**config.mk**
```make
export PLATFORM = sky130hd
export DESIGN_NAME = daq_top
export DESIGN_NICKNAME = d
export VERILOG_FILES = /design/src/hw/daq_pkg.sv /design/src/hw/sync_fifo.sv /design/src/hw/usb_cmd_decoder.sv /design/src/hw/sc_shifter.sv /design/src/hw/acq_sequencer.sv /design/src/hw/readout_packer.sv /design/src/hw/daq_top.sv
export SDC_FILE = /design/constraint.sdc
export NUM_CORES = 1
export LEC_CHECK = 0
export BUFFER_PORTS_ARGS = -buffer_cell sky130_fd_sc_hd__buf_2
export CORE_MARGIN = 2
export CORE_UTILIZATION = 50
export DETAILED_ROUTE_END_ITERATION = 8
export PLACE_DENSITY = 0.66
export SLEW_MARGIN = 10
export SYNTH_ARGS = -nofsm -noshare
export SYNTH_HDL_FRONTEND = slang
export SYNTH_SLANG_ARGS = --single-unit
```
**constraint.sdc**
```tcl
create_clock -name clk -period 4.3 [get_ports clk]
set_clock_uncertainty 0.05 [all_clocks]
set_input_delay 0.86 -clock clk [delete_from_list [all_inputs] [get_ports clk]]
set_output_delay 0.86 -clock clk [all_outputs]
set_load 0.005 [all_outputs]
```
**src/hw/daq_pkg.sv**
```systemverilog
package daq_pkg;

    //////////////////////////////
    // host command words
    //////////////////////////////
    typedef struct packed {
        logic [3:0]  opcode;   // upper nibble
        logic [11:0] payload;  // meaning depends on opcode
    } cmd_word_t;

    localparam logic [3:0] OP_SET_ASIC_NUM = 4'd1;  // payload[2:0]
    localparam logic [3:0] OP_SET_HEADER   = 4'd2;  // payload[7:0]
    localparam logic [3:0] OP_SET_DAC0     = 4'd3;  // payload[9:0]
    localparam logic [3:0] OP_SET_DAC1     = 4'd4;
    localparam logic [3:0] OP_SET_DAC2     = 4'd5;
    localparam logic [3:0] OP_SET_ACQ_TIME = 4'd6;  // in clk cycles
    localparam logic [3:0] OP_LOAD_SC      = 4'd8;
    localparam logic [3:0] OP_ACQ_START    = 4'd9;

    // readout side
    typedef logic [15:0] data_word_t;

    //////////////////////////////
    // slow control frame
    //////////////////////////////
    typedef logic [9:0] dac_t;  // threshold dac code

    // shifted msb first, header leads
    typedef struct packed {
        logic [7:0] header;
        dac_t       dac2;
        dac_t       dac1;
        dac_t       dac0;
    } sc_frame_t;

    localparam int SC_FRAME_BITS = 38;
    localparam int MAX_ASICS     = 4;   // length of the daisy chain
    localparam int ACQ_TIME_W    = 12;

    // acquisition window after reset
    localparam logic [ACQ_TIME_W-1:0] ACQ_TIME_RST = 12'd8;

endpackage

```
**src/hw/sync_fifo.sv**
```systemverilog
`timescale 1ns/1ns

module sync_fifo #(
    parameter type payload_t = logic [15:0],
    parameter int  DEPTH     = 4
) (
    input  logic     clk,
    input  logic     rst_n,
    input  logic     wr_en,
    input  payload_t din,
    input  logic     rd_en,
    output payload_t dout,
    output logic     full,
    output logic     empty
);

    localparam int AW = (DEPTH > 1) ? $clog2(DEPTH) : 1;
    localparam int CW = $clog2(DEPTH + 1);

    payload_t      mem [DEPTH];
    logic [AW-1:0] wr_ptr;
    logic [AW-1:0] rd_ptr;
    logic [CW-1:0] count;   // occupancy, never above DEPTH

    // circular increment, depth need not be a power of two
    function automatic logic [AW-1:0] ptr_inc(input logic [AW-1:0] p);
        return (p == AW'(DEPTH - 1)) ? '0 : p + 1'b1;
    endfunction

    assign full  = (count == CW'(DEPTH));
    assign empty = (count == '0);
    assign dout  = mem[rd_ptr];  // head word shown ahead of the pop

    always_ff @(posedge clk) begin
        if (wr_en) begin
            mem[wr_ptr] <= din;
        end
    end

    always_ff @(posedge clk) begin
        if (!rst_n) begin
            wr_ptr <= '0;
            rd_ptr <= '0;
            count  <= '0;
        end else begin
            if (wr_en) wr_ptr <= ptr_inc(wr_ptr);
            if (rd_en) rd_ptr <= ptr_inc(rd_ptr);
            case ({wr_en, rd_en})
                2'b10:   count <= count + 1'b1;
                2'b01:   count <= count - 1'b1;
                default: ;  // both or neither, level unchanged
            endcase
        end
    end

    // producer and consumer must honour the flags
    a_no_write_full: assert property (@(posedge clk) disable iff (!rst_n) wr_en |-> !full);
    a_no_read_empty: assert property (@(posedge clk) disable iff (!rst_n) rd_en |-> !empty);

endmodule

```
**src/hw/usb_cmd_decoder.sv**
```systemverilog
`timescale 1ns/1ns

module usb_cmd_decoder import daq_pkg::*; (
    input  logic                  clk,
    input  logic                  rst_n,
    input  cmd_word_t             cmd_word,
    input  logic                  cmd_empty,
    input  logic                  sc_busy,
    input  logic                  acq_busy,
    output logic                  cmd_rd_en,
    output logic                  sc_start,
    output sc_frame_t             sc_frame,
    output logic [2:0]            asic_num,
    output logic                  acq_start,
    output logic [ACQ_TIME_W-1:0] acq_time
);

    cmd_word_t  cmd_q;     // word popped on the last edge
    logic       cmd_vld;
    logic       launch_q;  // load or acq command sitting in cmd_q
    logic [2:0] num_req;
    logic [7:0] header;
    dac_t       dac0;
    dac_t       dac1;
    dac_t       dac2;

    assign launch_q = cmd_vld &&
                      (cmd_q.opcode == OP_LOAD_SC || cmd_q.opcode == OP_ACQ_START);

    // no pop while a launch is queued, in flight or still running
    // busy from the blocks only rises one cycle after the start pulse
    assign cmd_rd_en = !cmd_empty && !sc_busy && !acq_busy &&
                       !launch_q && !sc_start && !acq_start;

    assign num_req  = cmd_q.payload[2:0];
    assign sc_frame = '{header: header, dac2: dac2, dac1: dac1, dac0: dac0};

    //////////////////////////////
    // command capture
    //////////////////////////////
    always_ff @(posedge clk) begin
        if (cmd_rd_en) begin
            cmd_q <= cmd_word;  // fifo head at the pop
        end
    end

    //////////////////////////////
    // decode and config regs
    //////////////////////////////
    // push edge, pop edge, then the register or start pulse updates
    always_ff @(posedge clk) begin
        if (!rst_n) begin
            cmd_vld   <= 1'b0;
            sc_start  <= 1'b0;
            acq_start <= 1'b0;
            asic_num  <= 3'd1;
            header    <= '0;
            dac0      <= '0;
            dac1      <= '0;
            dac2      <= '0;
            acq_time  <= ACQ_TIME_RST;
        end else begin
            cmd_vld   <= cmd_rd_en;
            sc_start  <= 1'b0;  // single cycle pulses
            acq_start <= 1'b0;
            if (cmd_vld) begin
                case (cmd_q.opcode)
                    OP_SET_ASIC_NUM: begin
                        // out of range counts fall back to a single asic
                        if (num_req == 3'd0 || num_req > 3'(MAX_ASICS)) begin
                            asic_num <= 3'd1;
                        end else begin
                            asic_num <= num_req;
                        end
                    end
                    OP_SET_HEADER:   header   <= cmd_q.payload[7:0];
                    OP_SET_DAC0:     dac0     <= cmd_q.payload[9:0];
                    OP_SET_DAC1:     dac1     <= cmd_q.payload[9:0];
                    OP_SET_DAC2:     dac2     <= cmd_q.payload[9:0];
                    OP_SET_ACQ_TIME: acq_time <= cmd_q.payload[ACQ_TIME_W-1:0];
                    OP_LOAD_SC:      sc_start  <= 1'b1;
                    OP_ACQ_START:    acq_start <= 1'b1;
                    default: ;  // unknown opcode, dropped
                endcase
            end
        end
    end

endmodule

```
**src/hw/sc_shifter.sv**
```systemverilog
`timescale 1ns/1ns

module sc_shifter import daq_pkg::*; (
    input  logic       clk,
    input  logic       rst_n,
    input  logic       start,
    input  sc_frame_t  frame,
    input  logic [2:0] asic_num,
    output logic       busy,
    output logic       sc_select,
    output logic       sr_rstb,
    output logic       sr_ck,
    output logic       sr_in,
    output logic       config_done
);

    typedef enum logic [1:0] {S_IDLE, S_SHIFT, S_DONE} state_t;

    localparam int BW = $clog2(SC_FRAME_BITS);

    state_t                   state;
    logic [SC_FRAME_BITS-1:0] shreg;      // frame being shifted out
    logic [BW-1:0]            bit_cnt;    // bit within current asic frame
    logic [2:0]               asic_cnt;
    logic [2:0]               asic_last;  // asic_num - 1, held for the load
    logic                     frame_end;
    logic                     chain_end;

    assign frame_end = (bit_cnt == BW'(SC_FRAME_BITS - 1));
    assign chain_end = frame_end && (asic_cnt == asic_last);
    assign sr_in     = shreg[SC_FRAME_BITS-1];  // msb first
    assign busy      = (state != S_IDLE);

    //////////////////////////////
    // sequencing
    //////////////////////////////
    always_ff @(posedge clk) begin
        if (!rst_n) begin
            state       <= S_IDLE;
            sc_select   <= 1'b0;
            sr_rstb     <= 1'b0;  // asic registers held in reset until first load
            sr_ck       <= 1'b0;
            config_done <= 1'b0;
            bit_cnt     <= '0;
            asic_cnt    <= '0;
        end else begin
            config_done <= 1'b0;
            case (state)
                S_IDLE: begin
                    if (start) begin
                        state     <= S_SHIFT;
                        sc_select <= 1'b1;
                        sr_rstb   <= 1'b1;  // stays released afterwards
                        sr_ck     <= 1'b0;
                        bit_cnt   <= '0;
                        asic_cnt  <= '0;
                    end
                end
                S_SHIFT: begin
                    sr_ck <= ~sr_ck;  // sr_ck doubles as the phase toggle
                    if (sr_ck) begin  // falling edge, move to the next bit
                        if (chain_end) begin
                            state <= S_DONE;
                        end else if (frame_end) begin
                            bit_cnt  <= '0;
                            asic_cnt <= asic_cnt + 3'd1;
                        end else begin
                            bit_cnt <= bit_cnt + 1'b1;
                        end
                    end
                end
                S_DONE: begin
                    state       <= S_IDLE;  // busy drops with the done pulse
                    sc_select   <= 1'b0;
                    config_done <= 1'b1;
                end
                default: state <= S_IDLE;
            endcase
        end
    end

    // frame data
    always_ff @(posedge clk) begin
        if (state == S_IDLE && start) begin
            shreg     <= frame;
            asic_last <= asic_num - 3'd1;
        end else if (state == S_SHIFT && sr_ck) begin
            if (frame_end) begin
                shreg <= frame;  // same frame again for the next asic
            end else begin
                shreg <= shreg << 1;
            end
        end
    end

    // asic samples sr_in on the rising sr_ck
    a_sr_in_stable: assert property (@(posedge clk) disable iff (!rst_n)
        sr_ck |-> $stable(sr_in));

endmodule

```
**src/hw/acq_sequencer.sv**
```systemverilog
`timescale 1ns/1ns

module acq_sequencer import daq_pkg::*; (
    input  logic                  clk,
    input  logic                  rst_n,
    input  logic                  start,
    input  logic [ACQ_TIME_W-1:0] acq_time,
    input  logic                  chipsatb,     // low when asic memory is full
    input  logic                  end_readout,
    output logic                  busy,
    output logic                  start_acq,
    output logic                  start_readout
);

    typedef enum logic [1:0] {S_IDLE, S_ACQ, S_RDO, S_WAIT} state_t;

    state_t                state;
    logic [ACQ_TIME_W-1:0] remain;    // acquisition cycles left
    logic                  acq_stop;

    // last timed cycle or chip full
    assign acq_stop = (remain <= ACQ_TIME_W'(1)) || !chipsatb;
    assign busy     = (state != S_IDLE);

    always_ff @(posedge clk) begin
        if (!rst_n) begin
            state         <= S_IDLE;
            remain        <= '0;
            start_acq     <= 1'b0;
            start_readout <= 1'b0;
        end else begin
            start_readout <= 1'b0;  // one cycle pulse
            case (state)
                S_IDLE: begin
                    if (start) begin
                        state     <= S_ACQ;
                        start_acq <= 1'b1;
                        remain    <= acq_time;
                    end
                end
                S_ACQ: begin
                    remain <= remain - 1'b1;
                    if (acq_stop) begin
                        state         <= S_RDO;
                        start_acq     <= 1'b0;
                        start_readout <= 1'b1;  // right behind start_acq
                    end
                end
                S_RDO: begin
                    state <= S_WAIT;
                end
                S_WAIT: begin
                    if (end_readout) begin
                        state <= S_IDLE;  // readout length set by the chip
                    end
                end
                default: state <= S_IDLE;
            endcase
        end
    end

    // acquisition and readout never overlap on the asic
    a_acq_rdo_excl: assert property (@(posedge clk) disable iff (!rst_n)
        !(start_acq && start_readout));

endmodule

```
**src/hw/readout_packer.sv**
```systemverilog
`timescale 1ns/1ns

module readout_packer import daq_pkg::*; (
    input  logic       clk,
    input  logic       rst_n,
    input  logic       doutb,        // serial data, active low
    input  logic       transmitonb,  // low while a bit is on doutb
    input  logic       fifo_full,
    output logic       push,
    output data_word_t word,
    output logic       overflow
);

    data_word_t shreg;     // deserializer, newest bit at lsb
    logic [3:0] bit_cnt;
    logic       word_vld;  // shreg holds 16 fresh bits this cycle

    // asic can't be stalled, a word meeting a full fifo is lost
    assign push = word_vld && !fifo_full;
    assign word = shreg;   // written on the edge before the next shift lands

    always_ff @(posedge clk) begin
        if (!rst_n) begin
            bit_cnt  <= '0;
            word_vld <= 1'b0;
            overflow <= 1'b0;
        end else begin
            word_vld <= !transmitonb && (bit_cnt == 4'd15);
            if (!transmitonb) begin
                bit_cnt <= bit_cnt + 4'd1;  // wraps every 16 bits
            end
            if (word_vld && fifo_full) begin
                overflow <= 1'b1;  // sticky until reset
            end
        end
    end

    always_ff @(posedge clk) begin
        if (!transmitonb) begin
            shreg <= {shreg[14:0], ~doutb};  // first bit ends up as msb
        end
    end

endmodule

```
**src/hw/daq_top.sv**
```systemverilog
`timescale 1ns/1ns

module daq_top import daq_pkg::*; #(
    parameter int CMD_DEPTH  = 4,
    parameter int DATA_DEPTH = 16
) (
    input  logic       clk,
    input  logic       rst_n,
    input  cmd_word_t  cmd_data,
    input  logic       cmd_valid,
    output logic       cmd_ready,
    output data_word_t data_out,
    output logic       data_valid,
    input  logic       data_ready,
    output logic       sc_select,
    output logic       sr_rstb,
    output logic       sr_ck,
    output logic       sr_in,
    output logic       config_done,
    output logic       start_acq,
    input  logic       chipsatb,
    output logic       start_readout,
    input  logic       end_readout,
    output logic       acq_busy,
    input  logic       doutb,
    input  logic       transmitonb,
    output logic       overflow
);

    cmd_word_t             cmd_word;    // head of command fifo
    logic                  cmd_full;
    logic                  cmd_empty;
    logic                  cmd_rd_en;
    logic                  sc_start;
    sc_frame_t             sc_frame;
    logic [2:0]            asic_num;
    logic                  sc_busy;
    logic                  acq_start;
    logic [ACQ_TIME_W-1:0] acq_time;
    logic                  pk_push;
    data_word_t            pk_word;
    logic                  data_full;
    logic                  data_empty;

    assign cmd_ready  = ~cmd_full;
    assign data_valid = ~data_empty;

    //////////////////////////////
    // host command path
    //////////////////////////////
    sync_fifo #(.payload_t(cmd_word_t), .DEPTH(CMD_DEPTH)) i_cmd_fifo (
        .clk   (clk),
        .rst_n (rst_n),
        .wr_en (cmd_valid && cmd_ready),
        .din   (cmd_data),
        .rd_en (cmd_rd_en),
        .dout  (cmd_word),
        .full  (cmd_full),
        .empty (cmd_empty)
    );

    usb_cmd_decoder i_usb_cmd_decoder (
        .clk       (clk),
        .rst_n     (rst_n),
        .cmd_word  (cmd_word),
        .cmd_empty (cmd_empty),
        .sc_busy   (sc_busy),
        .acq_busy  (acq_busy),
        .cmd_rd_en (cmd_rd_en),
        .sc_start  (sc_start),
        .sc_frame  (sc_frame),
        .asic_num  (asic_num),
        .acq_start (acq_start),
        .acq_time  (acq_time)
    );

    //////////////////////////////
    // asic control
    //////////////////////////////
    sc_shifter i_sc_shifter (
        .clk         (clk),
        .rst_n       (rst_n),
        .start       (sc_start),
        .frame       (sc_frame),
        .asic_num    (asic_num),
        .busy        (sc_busy),
        .sc_select   (sc_select),
        .sr_rstb     (sr_rstb),
        .sr_ck       (sr_ck),
        .sr_in       (sr_in),
        .config_done (config_done)
    );

    acq_sequencer i_acq_sequencer (
        .clk           (clk),
        .rst_n         (rst_n),
        .start         (acq_start),
        .acq_time      (acq_time),
        .chipsatb      (chipsatb),
        .end_readout   (end_readout),
        .busy          (acq_busy),
        .start_acq     (start_acq),
        .start_readout (start_readout)
    );

    //////////////////////////////
    // readout data path
    //////////////////////////////
    readout_packer i_readout_packer (
        .clk         (clk),
        .rst_n       (rst_n),
        .doutb       (doutb),
        .transmitonb (transmitonb),
        .fifo_full   (data_full),
        .push        (pk_push),
        .word        (pk_word),
        .overflow    (overflow)
    );

    sync_fifo #(.payload_t(data_word_t), .DEPTH(DATA_DEPTH)) i_data_fifo (
        .clk   (clk),
        .rst_n (rst_n),
        .wr_en (pk_push),
        .din   (pk_word),
        .rd_en (data_ready && data_valid),  // host takes the word
        .dout  (data_out),
        .full  (data_full),
        .empty (data_empty)
    );

endmodule

```
# [After elaboration in Yosys (flattened, before gate mapping)]
# Memory sizes are Yosys's and may differ from the RTL's. A register that Yosys moved wholly into a read port is not among the register bits.
# Index checks and enable logic that the tools add are counted.
[totals] ff_bits=170 mem_bits_rw=320 in_bits=24 out_inout_bits=27 word_cells=190 mem_count=2
[memory_table] memory="i_data_fifo.mem" words=16 width=16 read_ports=1 rd_ports_with_merged_regs=1 write_ports=1 line="sync_fifo.sv:20" source="payload_t mem [DEPTH];"
[memory_table] memory="i_cmd_fifo.mem" words=4 width=16 read_ports=1 rd_ports_with_merged_regs=1 write_ports=1 line="sync_fifo.sv:20"
[op_classes] add_sub_neg=13 n_lt_le_gt_ge=2 n_eq_ne=34 muxes=47 bitwise=4 reduce_logical=56
[op_table] cell="38-bit two-way mux" count=3
[op_table] cell="6-bit two-way mux" count=4
[op_table] cell="12-bit case mux with 2 select lines" count=1
[op_table] cell="2-bit AND reduction" count=12
[op_table] cell="4-bit == test (second input constant)" count=5
[op_table] cell="2-bit two-way mux" count=8
[op_table] cell="4-bit two-way mux" count=4
[op_table] cell="2-bit nonzero test" count=8
[op_table] cell="3-bit two-way mux" count=5
[op_table] cell="2-bit == test (second input constant)" count=7
[op_table] cell="1-bit logical AND" count=14
[op_table] cell="4-bit by 1-bit adder with 4-bit output (second input constant)" count=3
[op_table] cell="4-bit by 3-bit == test with 1-bit output (second input constant)" count=3
[op_table] cell="12-bit by 1-bit <= comparator with 1-bit output (second input constant)" count=1
[op_table] cell="1-bit two-way mux" count=12
[op_table] cell="12-bit two-way mux" count=1
[op_table] cell="3-bit case mux with 2 select lines" count=2
[op_table] cell="6-bit case mux with 2 select lines" count=1
[op_table] cell="12-bit by 1-bit subtractor with 12-bit output (second input constant)" count=1
[op_table] cell="5-bit case mux with 2 select lines" count=1
[op_table] cell="1-bit logical NOT" count=9
[op_table] cell="3-bit AND reduction" count=3
[op_table] cell="2-bit by 1-bit == test with 1-bit output (second input constant)" count=4
[op_table] cell="4-bit by 2-bit == test with 1-bit output (second input constant)" count=2
[op_table] cell="24 further kinds" count=42

# [Depth between registers and ports, before layout]
# Gate-level depths: netlist of run 1.
[logic_depth] ltp_word=9 depth_mapped=12 mapped_depth_nobuf=12

# [Cells and area by module]
# Synthesis of run 1 repeated with hierarchy kept, for this count alone.
[hier_totals] cells_unflattened=1214 hier_area_um2=20532.2
[by_module_without_submodules] mod="sync_fifo (i_data_fifo)" n_inst=1 cells_each=513 area_per_inst_um2=10660.2
[by_module_without_submodules] mod="sync_fifo (i_cmd_fifo)" n_inst=1 cells_each=131 area_per_inst_um2=2810.2
[by_module_without_submodules] mod="sc_shifter" n_inst=1 cells_each=176 area_per_inst_um2=2657.5
[by_module_without_submodules] mod="usb_cmd_decoder" n_inst=1 cells_each=224 area_per_inst_um2=2632.5
[by_module_without_submodules] mod="acq_sequencer" n_inst=1 cells_each=126 area_per_inst_um2=1026.0
[by_module_without_submodules] mod="readout_packer" n_inst=1 cells_each=40 area_per_inst_um2=725.7
[by_module_without_submodules] mod="daq_top" n_inst=1 cells_each=4 area_per_inst_um2=20.0

# [Worst setup path before layout of run 1]
# No wires, ideal clock.
[synth_timing] path_type="register -> register" from="reg i_acq_sequencer.state[0]" to="reg i_cmd_fifo.count[2]" setup_time_ps=70 arrival_time_ps=3152 required_time_ps=4180 path_slack_ps=1028 path_stages_with_launch=12 n_path_buf=0 period_less_slack_ps=3272 cell_sequence="dfxtp_1 -> inv_1 -> ha_1 -> nor2b_1 -> o311ai_1 -> nor3_2 -> ha_1 -> inv_1 -> fa_1 -> xor2_1 -> or3_1 -> a21oi_1"
[synth_via] elab_chain_cells=8
[synth_lines] item="start: declaration" line="acq_sequencer.sv:17" source="state_t state;"
[synth_lines] item="start signal: assignment" line="acq_sequencer.sv:27" source="state <= S_IDLE;"
[synth_lines] item="start signal: assignment" line="acq_sequencer.sv:36" source="state <= S_ACQ;"
[synth_lines] item="start signal: assignment" line="acq_sequencer.sv:44" source="state <= S_RDO;"
[synth_lines] item="2-bit nonzero test *" line="acq_sequencer.sv:23" source="assign busy = (state != S_IDLE);"
[synth_lines] item="1-bit logical NOT *" line="usb_cmd_decoder.sv:32" source="assign cmd_rd_en = !cmd_empty && !sc_busy && !acq_busy &&"
[synth_lines] item="1-bit logical AND * (2 in a row)" line="usb_cmd_decoder.sv:32"
[synth_lines] item="1-bit logical AND * (2 in a row)" line="usb_cmd_decoder.sv:33" source="!launch_q && !sc_start && !acq_start;"
[synth_lines] item="net cmd_rd_en" line="daq_top.sv:33" source="logic cmd_rd_en;"
[synth_lines] item="2-bit by 1-bit == test with 1-bit output or 2-bit == test (tied branches)" line="sync_fifo.sv:48" source="case ({wr_en, rd_en})"
[synth_lines] item="3-bit case mux with 2 select lines or 2-bit nonzero test (tied branches)"
[synth_lines] item="end signal: assignment" line="sync_fifo.sv:49" source="2'b10: count <= count + 1'b1;"
[synth_lines] item="end signal: assignment" line="sync_fifo.sv:50" source="2'b01: count <= count - 1'b1;"
[synth_lines] item="end: declaration" line="sync_fifo.sv:23" source="logic [CW-1:0] count;"
# Mark *: on every way through the listed nets, which the timed path passes. The rest lies on a longest branch.
# A chain may end at the register's enable or synchronous reset.

==> results of run 1 <==
[state kept, by name, summed over array words and instances, names as in the netlist, 2 cells and up, named ones only]
register / cells
i_sc_shifter.asic_last: 3
i_acq_sequencer.state: 2
i_data_fifo.wr_ptr: 4
i_usb_cmd_decoder.header: 8
i_readout_packer.word: 16
i_cmd_fifo.mem: 64
i_usb_cmd_decoder.dac1: 10
i_data_fifo.rd_ptr: 4
i_acq_sequencer.remain: 12
i_cmd_fifo.count: 3
i_data_fifo.count: 5
i_cmd_fifo.rd_ptr: 2
i_usb_cmd_decoder.asic_num: 3
i_cmd_fifo.wr_ptr: 2
i_usb_cmd_decoder.acq_time: 12
i_data_fifo.mem: 256
i_readout_packer.bit_cnt: 4
i_usb_cmd_decoder.dac2: 10
i_sc_shifter.state: 2
i_sc_shifter.bit_cnt: 6
i_usb_cmd_decoder.cmd_q: 16
i_usb_cmd_decoder.dac0: 10
i_sc_shifter.asic_cnt: 3
i_sc_shifter.shreg: 38
[per-layer routing]
metal  global-route usage, %  up-vias  routed length [um]
met2                    32.6      165               19300
met1                    23.5     5062               15600
li1                        -     4651                   -
met4                    4.67        0                 585
met3                    3.46       48                1470
met5                       0        -                   0
[worst reg2reg max path, stage by stage, from the launching register on]
cell      delay, ns
dfxtp_1        0.34
nor4_1         0.46
a21boi_1       0.32
inv_1          0.14
ha_1           0.24
inv_1          0.11
fa_1           0.45
nor2b_1        0.15
o21ai_1        0.09
nand3_1        0.08
or3b_1         0.35
mux2i_1        0.12
[layout by cell type (no fill, tap or decap), types with 23 or more instances in the layout]
cell type,n
a21oi_1,29
buf_2,50
buf_4,26
clkbuf_16,53
dfxtp_1,115
edfxtp_1,393
ha_1,28
inv_1,27
mux2_1,37
mux2i_1,59
mux4_2,96
nand2_1,44
nor2_1,78
nor2b_1,23
[through the flow]
stage               setup WS (ns)  cell area (sq um)  total power, mW  instances  hold WS (ns)
global placement             1.29              20900             6.81       1709         0.399
floorplan                    1.03              20000             6.53       1159         0.392
finish                      0.719              22600             11.1       1805         0.415
detailed placement           1.27              20900             6.85       1709         0.408
CTS                         0.628              22600             11.3       1805         0.400
global route                0.570              22600             11.6       1805         0.411
[cell type report]
type | instances | area, sq um
sequential | 510 | 14100
multi-input combinational | 564 | 5510
clock buffer | 68 | 1400
tap | 525 | 657
fill | 2976 | 16900
inverter | 32 | 121
timing repair buffer | 78 | 485
clock inverter | 28 | 280
[final timing paths]
path	start	slack, ns	to
max	register	0.72	data_out[0]
min	i_sc_shifter.sr_rstb$_SDFFE_PN0P_	0.42	i_sc_shifter.sr_rstb$_SDFFE_PN0P_
max reg2reg	i_data_fifo.count[0]$_SDFFE_PN0P_	1.30	i_data_fifo.count[4]$_SDFFE_PN0P_
min reg2reg	i_sc_shifter.sr_rstb$_SDFFE_PN0P_	0.42	i_sc_shifter.sr_rstb$_SDFFE_PN0P_
[cell families after synthesis]
kind of cell               count (synthesis)  synth area share, %
AOI/OAI and AO/OA                         88                 2.84
xor gates and xnor gates                  15                0.658
adders and majority gates                 30                 1.95
buffers and inverters                     85                 1.87
DFF                                      510                 70.8
muxes                                    193                 15.9
and+or+nand+nor                          238                 5.91
[power by group]
part           switching, mW  internal, mW
Combinational          0.464         0.393
Clock                   1.82          2.60
Sequential             0.278          5.59
Total                   2.56          8.58
[cells in the mapped netlist (11+ instances only)]
cell type	count	area [sq um]
nand3_1	11	55.1
nor2b_1	23	144
clkbuf_1	31	116
mux4_2	96	2160
mux2_1	37	417
nor3_1	11	55.1
inv_1	27	101
dfxtp_1	117	2340
ha_1	28	350
edfxtp_1	393	11800
nand2_1	44	165
mux2i_1	59	591
a21oi_1	29	145
nor2_1	91	342
==> impl_metrics.toml, run 1 <==
[sta]
setup_viol = 0
worst_pin_slew_ns = 1.24
fmax_ghz = 0.279
rsz0062_at_grt = "no"
fin_tns_setup_ns = 0
fin_crit_ns = 3.58
slew_headroom_pct = 16.9
hold_viol = 0
drv_slew = 0
fin_crit_sh_pct = 83.3

[placed_design]
dp_hpwl_um = 21900
gp_congestion = 0.768
place.port_buffers = 50

[hold_path]
hold_class = "reg2reg"
hold_depth = 1

[synthesis]
yosysWarningCount = 0
synth-seq-cells = 510
yosysSeqAreaShare_pct = 70.8
postSynthAreaPerCell_sq_um = 17.2
netlist_area_sq_mm = 0.0200
syn-num-nets = 1213
synth_cell_type_count = 66
netlist_instances = 1159
synth_ff_type = "edfxtp_1"
synth_edf_count = 393
async_flop_share_pct = 0

[layout]
synthToLayoutAreaGrowth_pct = 13.2
antennaDiodeCount = 0
fin_nets = 1291
drive_gt1_share_pct = 22.2
fin_util_pct = 57.2

[clock_tree]
postCtsSetupBuffers = 0
root_buffer = "clkbuf_16"
cts_made_buffers = 51
ctsResizeCount = 0
cts_tree = "yes"
clk_pin_slew_ns = 0.06
clkLatencyLatePin_ns = 0.59
ctsLongestPathBuffers = 3
cts_max_level = 2
clock-sinks = 510
cts_hold_buffers = 0

[floorplan]
die_w_um = 204
die_h_um = 204
die_area_sq_mm = 0.0416
coreArea_sq_mm = 0.0395
start_util_pct = 50.5
io_pins = 51
row_count = 73

[global_route]
grt_usage_pct = 18.5
grt_remaining_overflow = 0
grt_pass1_wl_um = 58200
first_global_vias = 10100
antenna_found_initial = 0
grt_max_degree = 47

[setup_path]
cp_cell_sequence = "buf_12 -> mux4_2 -> mux4_2 -> buf_2"
critPathLaunchType = "register"
slowest_stage = "mux4_2"
required_ns = 3.39
cp_slowest_stage_delay_ns = 0.56
reg2reg_depth = 11
cp_top_family = "multiplexers"
critPathBufInv = 2
crit_path_end_kind = "primary output"
crit_path_frequent_cell = "mux4_2"
crit_cells = 4
critPathKind = "reg2out"
cp_max_fo = 37
worstPathArrival_ns = 2.67

[drt]
routedWlPerCell_um = 20.5
vias_per_cell = 5.50
vias = 9926
drtPass1Iterations = 5
drc = 0
postRouteAntennaNets = 0
routed_wl_um = 37000
drt_iter0_markers = 584

[pwr]
ir_drop_mv = 0.398
leakagePower_nw = 7.56
power.density_mw_per_mm2 = 493

[job]
maxCapViolations = 0

[outcome]
status = "finished, final reports clean"
Note: power is estimated with default switching activity, not from simulation.
==> run 2, diff against run 1 <==
Clock period 4.3 ns to 3.7 ns, I/O delays scaled along.
==> impl_metrics.toml, run 2 (synthesized netlist as in run 1, its figures left out) <==
[outcome]
status = "finished, final reports clean"

[global_route]
grt_usage_pct = 18.5
grt_pass1_wl_um = 58600
first_global_vias = 10500
antenna_found_initial = 0
grt_max_degree = 54
grt_remaining_overflow = 0

[setup_path]
crit_path_frequent_cell = "mux4_2"
cp_cell_sequence = "buf_4 -> mux4_2 -> mux4_2 -> buf_2"
required_ns = 2.91
r2r-start = "i_data_fifo.count[0]$_SDFFE_PN0P_"
cp_slowest_stage_delay_ns = 0.54
critPathKind = "reg2out"
cp_max_fo = 13
slowest_stage = "mux4_2"
critPathBufInv = 2
worstPathArrival_ns = 2.59
critPathLaunchType = "register"
cp_top_family = "multiplexers"
crit_path_end_kind = "primary output"

[floorplan]
io_pins = 51
die_w_um = 204
die_area_sq_mm = 0.0416
start_util_pct = 50.5
coreArea_sq_mm = 0.0395
die_h_um = 204
row_count = 73

[sta]
setup_viol = 0
worst_pin_slew_ns = 1.04
fin_ws_ns = 0.315
fmax_ghz = 0.295
fin_crit_sh_pct = 91.5
whs_ns = 0.327
rsz0062_at_grt = "no"
drv_slew = 0
hold_viol = 0
fin_crit_ns = 3.38
fin_tns_setup_ns = 0
slew_headroom_pct = 28.6

[drt]
vias_per_cell = 5.55
vias = 10000
routed_wl_um = 36900
drc = 0
drtPass1Iterations = 4
drt_iter0_markers = 612
postRouteAntennaNets = 0
routedWlPerCell_um = 20.5

[layout]
fin_util_pct = 56.9
final_cell_mix = "393 x edfxtp_1, 115 x dfxtp_1, 96 x mux4_2"
synthToLayoutAreaGrowth_pct = 12.6
fin_nets = 1294
final_common_cell = "edfxtp_1"
largest_reg_flops = 256
antennaDiodeCount = 0
seq_area_sq_mm = 0.0141
drive_gt1_share_pct = 21.4
multi_input_area_sq_mm = 0.00551
reg.largest.list = "i_data_fifo.mem (256), i_cmd_fifo.mem (64), i_sc_shifter.shreg (38)"
fillers = 2982
top_register = "i_data_fifo.mem"
final_cell_area_sq_mm = 0.0225

[clock_tree]
clkLatencyLatePin_ns = 0.58
ctsResizeCount = 0
root_buffer = "clkbuf_16"
cts_max_level = 2
postCtsSetupBuffers = 0
cts_made_buffers = 50
clock-sinks = 510
cts_hold_buffers = 0
cts_tree = "yes"
ctsLongestPathBuffers = 3
clk_pin_slew_ns = 0.06

[pwr]
power.density_mw_per_mm2 = 557
ir_drop_mv = 0.563
leakagePower_nw = 7.49

[hold_path]
hold_class = "in2reg"
hold_start = "cmd_data[0]"

[placed_design]
gp_congestion = 0.751
place_ws_ns = 0.573
placed_area_sq_mm = 0.0210
dp_hpwl_um = 22300
place.port_buffers = 50

[job]
maxCapViolations = 0
run 2: final timing paths:
check	cells past startpoint	slack (ns)	endpoint
hold / removal	1	0.33	i_cmd_fifo.mem[3][0]$_DFFE_PP_
setup reg to reg	11	0.59	i_data_fifo.count[4]$_SDFFE_PN0P_
setup / recovery	4	0.32	data_out[11]
hold reg to reg	1	0.41	i_sc_shifter.sr_rstb$_SDFFE_PN0P_
run 2: per-layer routing:
| metal | wire [um] | part of all wire (%) | track usage (%) |
|---|---|---|---|
| met3 | 1750 | 4.7 | 2.87 |
| met2 | 19700 | 53 | 33.9 |
| met5 | 0 | 0 | 0 |
| met1 | 14700 | 40 | 22.3 |
| met4 | 714 | 1.9 | 5.71 |
run 2: final cells by class:
cell class / count / share of cell area [%]
timing repair buffer: 82 / 2.40
tap: 525 / 2.92
sequential: 510 / 62.9
inverter: 32 / 0.540
clock buffer: 69 / 5.93
clock inverter: 22 / 0.779
multi-input combinational: 564 / 24.5
run 2: power breakdown:
| part | total [mW] | switching [mW] | internal, mW |
|---|---|---|---|
| Clock | 4.71 | 2.06 | 2.66 |
| Sequential | 6.82 | 0.323 | 6.50 |
| Combinational | 0.994 | 0.533 | 0.461 |
run 2: worst reg2reg max path, delay by kind of cell (launching register included):
kind                       cells  cell delay (ns)
buffers and inverters          2             0.26
and+or+nand+nor                4             1.12
adders and majority gates      2             0.69
muxes                          1             0.13
AOI/OAI and AO/OA              2             0.43
DFF                            1             0.34
run 2: per-stage QoR:
step | total power, mW | instances
floorplan | 7.58 | 1159
global placement | 7.93 | 1713
detailed placement | 7.97 | 1713
CTS | 12.7 | 1804
global route | 13.0 | 1804
finish | 12.5 | 1804
==> run 3, diff against run 2 <==
Settings changed: ABC_CLOCK_PERIOD_IN_PS from default to 3700, BUFFER_PORTS_ARGS -buffer_cell sky130_fd_sc_hd__buf_2 to default, CORE_MARGIN 2 to 8, DONT_BUFFER_PORTS from default to 1, PLACE_DENSITY 0.66 to default.
==> impl_metrics.toml, run 3 (synthesized netlist as in run 1, its figures left out) <==
[layout]
fillers = 3025
antennaDiodeCount = 0
top_register = "i_data_fifo.mem"
fin_nets = 1243
fin_util_pct = 56.3
final_cell_mix = "393 x edfxtp_1, 115 x dfxtp_1, 96 x mux4_2"
fin_cells = 1756
largest_reg_flops = 256
drive_gt1_share_pct = 18.7
final_common_cell = "edfxtp_1"
reg.largest.list = "i_data_fifo.mem (256), i_cmd_fifo.mem (64), i_sc_shifter.shreg (38)"
synthToLayoutAreaGrowth_pct = 11.6
final_cell_area_sq_mm = 0.0223

[drt]
postRouteAntennaNets = 0
vias = 9716
vias_per_cell = 5.53
drc = 0
drtPass1Iterations = 4
routedWlPerCell_um = 21.3
routed_wl_um = 37400
drt_iter0_markers = 623

[clock_tree]
ctsLongestPathBuffers = 3
ctsResizeCount = 0
cts_made_buffers = 51
clk_pin_slew_ns = 0.06
clkLatencyLatePin_ns = 0.58
root_buffer = "clkbuf_16"
postCtsSetupBuffers = 0
cts_max_level = 2
clock-sinks = 510
cts_hold_buffers = 0
cts_tree = "yes"

[global_route]
grt_max_degree = 65
antenna_found_initial = 0
grt_pass1_wl_um = 59200
grt_remaining_overflow = 0
grt_usage_pct = 16.2
first_global_vias = 10000

[setup_path]
rrSetupSlack_ns = 0.64
crit_path_end_kind = "primary output"
reg2reg_depth = 11
cp_cell_sequence = "buf_12 -> mux4_2 -> mux4_2"
r2r-start = "i_data_fifo.count[0]$_SDFFE_PN0P_"
required_ns = 2.91
cp_max_fo = 64
crit_path_frequent_cell = "mux4_2"
critPathLaunchType = "register"
critPathKind = "reg2out"
cp_slowest_stage_delay_ns = 0.58
slowest_stage = "mux4_2"
timing.rr.end = "i_data_fifo.count[4]$_SDFFE_PN0P_"
worstPathArrival_ns = 2.51

[floorplan]
die_h_um = 216
die_w_um = 216
start_util_pct = 50.5
coreArea_sq_mm = 0.0395
row_count = 73
io_pins = 51
die_area_sq_mm = 0.0466

[sta]
slew_headroom_pct = 39.8
worst_pin_slew_ns = 0.902
fin_crit_ns = 3.30
setup_viol = 0
drv_slew = 0
hold_viol = 0
rsz0062_at_grt = "no"
fin_crit_sh_pct = 89.1
fmax_ghz = 0.303
fin_tns_setup_ns = 0

[pwr]
power.density_mw_per_mm2 = 570
internal_power_mw = 9.77
netSwitchingPower_mw = 2.93
switching_share_pct = 23.1
power_mw = 12.7
ir_drop_mv = 0.422
leakagePower_nw = 7.32
pwr-share-seq_pct = 53.6
power_frac_comb_pct = 7.8
power.clock.fraction_pct = 38.6

[placed_design]
placed_area_sq_mm = 0.0207
gp_congestion = 0.778
place.port_buffers = 0
dp_hpwl_um = 21200
place_inst = 1661

[hold_path]
hold_class = "in2reg"
min_to = "i_cmd_fifo.mem[2][12]$_DFFE_PP_"
hold_start = "cmd_data[12]"
hold_depth = 0

[outcome]
status = "finished, final reports clean"

[job]
maxCapViolations = 0
-- run 3: changes by cell type in the layout (fill, tap and decap cells not counted), sizes merged --
cell    previous run  this run
buf               82        30
clkbuf            69        81
clkinv            20        13
bufinv             2         1
-- run 3: cell type report --
cell class | instances | area, sq um | area share [%]
Sequential cell | 510 | 14100 | 63.5
Multi-Input combinational cell | 564 | 5510 | 24.7
Clock buffer | 81 | 1480 | 6.65
Tap cell | 525 | 657 | 2.95
Timing Repair Buffer | 30 | 250 | 1.12
Inverter | 32 | 121 | 0.545
Clock inverter | 14 | 108 | 0.483
-- run 3: routing by layer --
metal | vias to the layer above | wire length, um | GRT usage, %
met5 | - | 0 | 0
li1 | 4549 | - | -
met1 | 4980 | 16200 | 20.6
met2 | 142 | 19100 | 28.2
met4 | 0 | 578 | 3.88
met3 | 45 | 1510 | 3.41
-- run 3: through the flow --
step	hold slack [ns]	worst slack, ns
6_report	0.202	0.403
5_1_grt	0.168	0.259
4_1_cts	0.151	0.311
3_5_place_dp	0.412	0.657
3_3_place_gp	0.409	0.677
2_1_floorplan	0.392	0.428
-- run 3: worst max-delay path, delay by kind of cell (launching register included) --
| kind | cells | cell delay, ns |
|---|---|---|
| flops | 1 | 0.35 |
| buf+inv | 1 | 0.41 |
| mux | 2 | 1.10 |
-- run 3: how the worst max path moves through the flow --
stage / endpoint / slack [ns] / cells after the start
final: data_out[12] / 0.40 / 3
after floorplan: i_cmd_fifo.count[2]$_SDFFE_PN0P_ / 0.43 / 11
after CTS: data_out[13] / 0.31 / 3
after detailed placement: i_data_fifo.count[4]$_SDFFE_PN0P_ / 0.66 / 11
after global placement: i_data_fifo.count[4]$_SDFFE_PN0P_ / 0.68 / 11
after global routing: data_out[5] / 0.26 / 3
-- run 3: power by group through the flow --
stage                     Combinational (mW)  Sequential, mW  Clock (mW)
after floorplan                        0.815            6.77           0
after global placement                 0.992            6.92           0
after detailed placement                1.01            6.93           0
after CTS                               1.01            6.81        5.04
after global routing                    1.11            6.85        5.25
final                                  0.992            6.80        4.90
